<file path="src/rtl/lcd_timing.sv">
`timescale 1ns/100ps
`default_nettype none

module lcd_timing #(
    parameter int H_ACTIVE = 800,
    parameter int H_FRONT  = 40,
    parameter int H_SYNC   = 48,
    parameter int H_BACK   = 168,
    parameter int V_ACTIVE = 480,
    parameter int V_FRONT  = 13,
    parameter int V_SYNC   = 3,
    parameter int V_BACK   = 29
) (
    input  wire        clk,
    input  wire        rst,
    output logic [9:0] x,
    output logic [8:0] y,
    output logic       active,
    output logic       hsync,
    output logic       vsync
);

    localparam int H_TOTAL = H_ACTIVE + H_FRONT + H_SYNC + H_BACK;
    localparam int V_TOTAL = V_ACTIVE + V_FRONT + V_SYNC + V_BACK;
    localparam int HW = $clog2(H_TOTAL);
    localparam int VW = $clog2(V_TOTAL);

    typedef logic [HW-1:0] h_cnt_t;
    typedef logic [VW-1:0] v_cnt_t;

    localparam h_cnt_t H_LAST   = h_cnt_t'(H_TOTAL - 1);
    localparam h_cnt_t H_VIS    = h_cnt_t'(H_ACTIVE);
    localparam h_cnt_t HS_BEGIN = h_cnt_t'(H_ACTIVE + H_FRONT);
    localparam h_cnt_t HS_END   = h_cnt_t'(H_ACTIVE + H_FRONT + H_SYNC);
    localparam v_cnt_t V_LAST   = v_cnt_t'(V_TOTAL - 1);
    localparam v_cnt_t V_VIS    = v_cnt_t'(V_ACTIVE);
    localparam v_cnt_t VS_BEGIN = v_cnt_t'(V_ACTIVE + V_FRONT);
    localparam v_cnt_t VS_END   = v_cnt_t'(V_ACTIVE + V_FRONT + V_SYNC);

    h_cnt_t h_cnt;
    v_cnt_t v_cnt;

    // count 0 is the first visible pixel of a line
    always_ff @(posedge clk or posedge rst) begin
        if (rst) begin
            h_cnt <= '0;
            v_cnt <= '0;
        end else if (h_cnt == H_LAST) begin
            h_cnt <= '0;
            v_cnt <= (v_cnt == V_LAST) ? '0 : v_cnt + 1'b1;
        end else begin
            h_cnt <= h_cnt + 1'b1;
        end
    end

    assign x      = h_cnt[9:0];
    assign y      = v_cnt[8:0];
    assign active = (h_cnt < H_VIS) && (v_cnt < V_VIS);
    // both syncs are active low
    assign hsync  = !((h_cnt >= HS_BEGIN) && (h_cnt < HS_END));
    assign vsync  = !((v_cnt >= VS_BEGIN) && (v_cnt < VS_END));

endmodule

`default_nettype wire

</file>
<file path="config.mk">
export PLATFORM = sky130hd
export DESIGN_NAME = lcd_timing
export DESIGN_NICKNAME = d
export VERILOG_FILES = /design/src/rtl/lcd_timing.sv
export SDC_FILE = /design/constraint.sdc
export NUM_CORES = 1
export LEC_CHECK = 0
export CAP_MARGIN = 5
export CORE_MARGIN = 5
export CORE_UTILIZATION = 35
export CTS_CLUSTER_SIZE = 20
export DETAILED_ROUTE_END_ITERATION = 12
export DONT_BUFFER_PORTS = 1
export GPL_TIMING_DRIVEN = 0
export PLACE_DENSITY = 0.6
export SLEW_MARGIN = 5
export SYNTH_ARGS = -nofsm -noshare
export SYNTH_HDL_FRONTEND = slang
export SYNTH_SLANG_ARGS = --single-unit
</file>
<file path="constraint.sdc">
create_clock -name clk -period 3.8 [get_ports clk]
set_clock_uncertainty 0.05 [all_clocks]
set_input_delay 0.76 -clock clk [delete_from_list [all_inputs] [get_ports clk]]
set_output_delay 0.76 -clock clk [all_outputs]
set_load 0.03 [all_outputs]
</file>
==> out/summary.txt <==
Port Buf Inserts -> 0
Placement Setup Slack -> 1.37 ns
Top cell type by total area after synthesis -> dfrtp_1
Post-CTS Resized -> 0
Core ar. -> 0.00361 mm^2
DRT iter0 DRCs -> 37
Initial Util -> 0.358
Number of synthesized flops with an enable pin -> 0
Largest net degree at the start of global routing -> 22
Commonest non-fill, non-tap cell in the layout -> dfrtp_1
Relative slew slack -> 0.345
GPL Wtd Cong -> 0.812
Ys Warns -> 0
Crit start category -> flip-flop
Clock root buffer -> clkbuf_8
CTS tree -> yes
Clock share of power -> 0.393
Critical path arrival -> 1.91 ns
Critical path startpoint -> v_cnt[5]
Largest stage delay, worst path -> 0.75 ns
Number of global-route vias before repair -> 887
Non-Filler Instances -> 179
Sequential share of the synthesized area -> 0.407
DIE WIDTH -> 70.7 um
Period utilisation layout -> 0.716
Hold buffer count at cts -> 0
Pint -> 0.000298 W
Slew Viols, Final -> 0
Nets@finish -> 140
Die Y -> 70.7 um
Most frequent cells in the layout -> dfrtp_1 (21), buf_4 (20), nand2_1 (9)
Post-Syn Area -> 0.00129 mm^2
Post-route cell area -> 0.00140 mm^2
Filler cells -> 356
Die area -> 0.00500 mm^2
WP data required -> 2.99 ns
Cells after Synth -> 127
Dpl cell area -> 0.00135 mm^2
Crit end category -> primary output
Num CTS Buffers -> 3
First-pass GRT wire length -> 4150 um
Critical-path cell list -> and3_1 > nand2_1 > o21ai_0 > nor3_1
FF+latch area -> 526 um^2
IO Pins -> 24
Syn avg cell area -> 10.2 um^2
CTS Buffer Depth -> 2
Slowest-stage cell, CP -> nor3_1
Switching power -> 0.0000769 W
Max cap viols -> 0
Vias -> 884
Fraction of final layout cells sized beyond drive strength 1 -> 0.221
Reg power frac -> 0.595
Synth async-reset ratio -> 1.00
Combinational fraction of design power -> 0.012
Area grow syn2layout -> 8.15%
Antenna cells -> 0
Mapped Nets -> 135
Post-CTS Setup Inserts -> 0
H-Tree Depth -> 1
Crit Path Category -> flip-flop to primary output
Synth top area share -> 0.407
Hold_sp -> h_cnt[0]
Synth Register Bits -> 21
Worst-Margin Slew -> 0.974 ns
Overall Global Routing Usage -> 0.104
Leakage -> 0.680 nW
DRC errors left -> 0
WL/cell -> 13.5 um
RSZ-0062 raised after global routing -> false
Tmin final -> 2.72 ns
CP delay by family, top -> simple AND/OR/NAND/NOR gates
Synth area leaders -> dfrtp_1 (41%), buf_4 (12%), ha_1 (5.8%)
Power per Cell Area -> 269 mW/mm^2
Status -> finished, final reports clean
Post-route setup slack -> 1.08 ns
Worst Hold Class -> flip-flop to flip-flop
Drt pass-1 iters -> 4
Final hold vios -> 0
Rows -> 22
GR Overflow Total -> 0
Skew-Pair Late Insertion Delay -> 0.26 ns
Register-to-register setup slack -> 1.99 ns
Buf/Inv on CP -> 0
Dpl hpwl -> 1770 um
Worst vdd ir -> 90.2 uV
Cells after DPL -> 175
Setup_tns -> 0 ns
Sw Share -> 0.205
Final setup vio count -> 0
Post-synth cell types -> 37
Initial antenna violation count -> 0
Sink Count -> 21
Via density -> 4.94
Primary FF master, synth -> dfrtp_1
CP max FO -> 6
Multi-input combinational cell area -> 584 um^2
CTS clk-pin slew, worst paths -> 0.08 ns
Detailed Route WL -> 2420 um
Maximum clock rate -> 0.367 GHz
Reg-to-reg startpoint -> h_cnt[0]
Antenna-violating nets left -> 0
==> layer usage <==
layer,wire (um),vias up,GRT usage
met4,70,0,0.0626
met2,1200,21,0.163
li1,-,432,-
met5,0,-,0
met1,1050,424,0.130
met3,96,7,0.0256
==> through the flow <==
stage / hold WS (ns) / util / total power, W
6_report: 0.471 / 0.387 / 0.000375
5_1_grt: 0.513 / 0.387 / 0.000392
4_1_cts: 0.474 / 0.387 / 0.000381
3_5_place_dp: 0.461 / 0.374 / 0.000232
3_3_place_gp: 0.456 / 0.374 / 0.000232
2_1_floorplan: 0.421 / - / 0.000231
==> flip-flops by register name, summed over array words and instances (netlist names) <==
signal  flops
h_cnt      11
v_cnt      10
==> cells in the mapped netlist (2+ instances only) <==
library cell and n:
nand3_1 6, a31oi_1 2, nor2_1 5, and4_1 2, xor2_1 6, dfrtp_1 21
ha_1 6, and2_1 2, and3_1 6, inv_1 5, buf_4 20, nand4_1 3
a21oi_1 4, nor3_1 3, nand2_1 9, xnor2_1 6
==> power by group through the flow <==
| stage | clock network, W | logic (W) | registers, W |
|---|---|---|---|
| floorplan | 0 | 0.00000334 | 0.000228 |
| global placement | 0 | 0.00000463 | 0.000228 |
| detailed placement | 0 | 0.00000477 | 0.000228 |
| CTS | 0.000153 | 0.00000481 | 0.000223 |
| global route | 0.000163 | 0.00000560 | 0.000223 |
| finish | 0.000147 | 0.00000434 | 0.000223 |
==> worst register-to-register path, stage by stage, from the launching register on <==
cell,delay (ns)
dfrtp_1,0.42
ha_1,0.22
and4_1,0.30
and4b_1,0.26
buf_4,0.18
nand4_1,0.13
xnor2_1,0.15
==> cells by family (layout without fill, tap and decap cells) <==
family                   Yosys count  after routing  synth area share
AND/OR/NAND/NOR                   47             47             0.229
buffers and inverters             26             30             0.140
flip-flops                        21             21             0.407
AO/OA/AOI/OAI                     13             13            0.0669
XOR/XNOR                          12             12            0.0815
adder cells (fa/ha/maj)            6              6            0.0582
multiplexers                       2              2            0.0175
==> layout make-up <==
cell class,count,area share
Buffer,21,0.116
Clock buffer,4,0.0323
Inverter,5,0.0135
Multi-Input combinational cell,80,0.419
Sequential cell,21,0.377
Tap cell,48,0.0430
==> final timing paths <==
path                       cells past startpoint        to
min in group asynchronous                      1  h_cnt[1]
max                                            4    active
max in group asynchronous                      1  v_cnt[6]
min reg2reg                                    1  h_cnt[0]
max reg2reg                                    6  v_cnt[8]
min                                            1  h_cnt[0]
(Power assumes the default switching activity.)
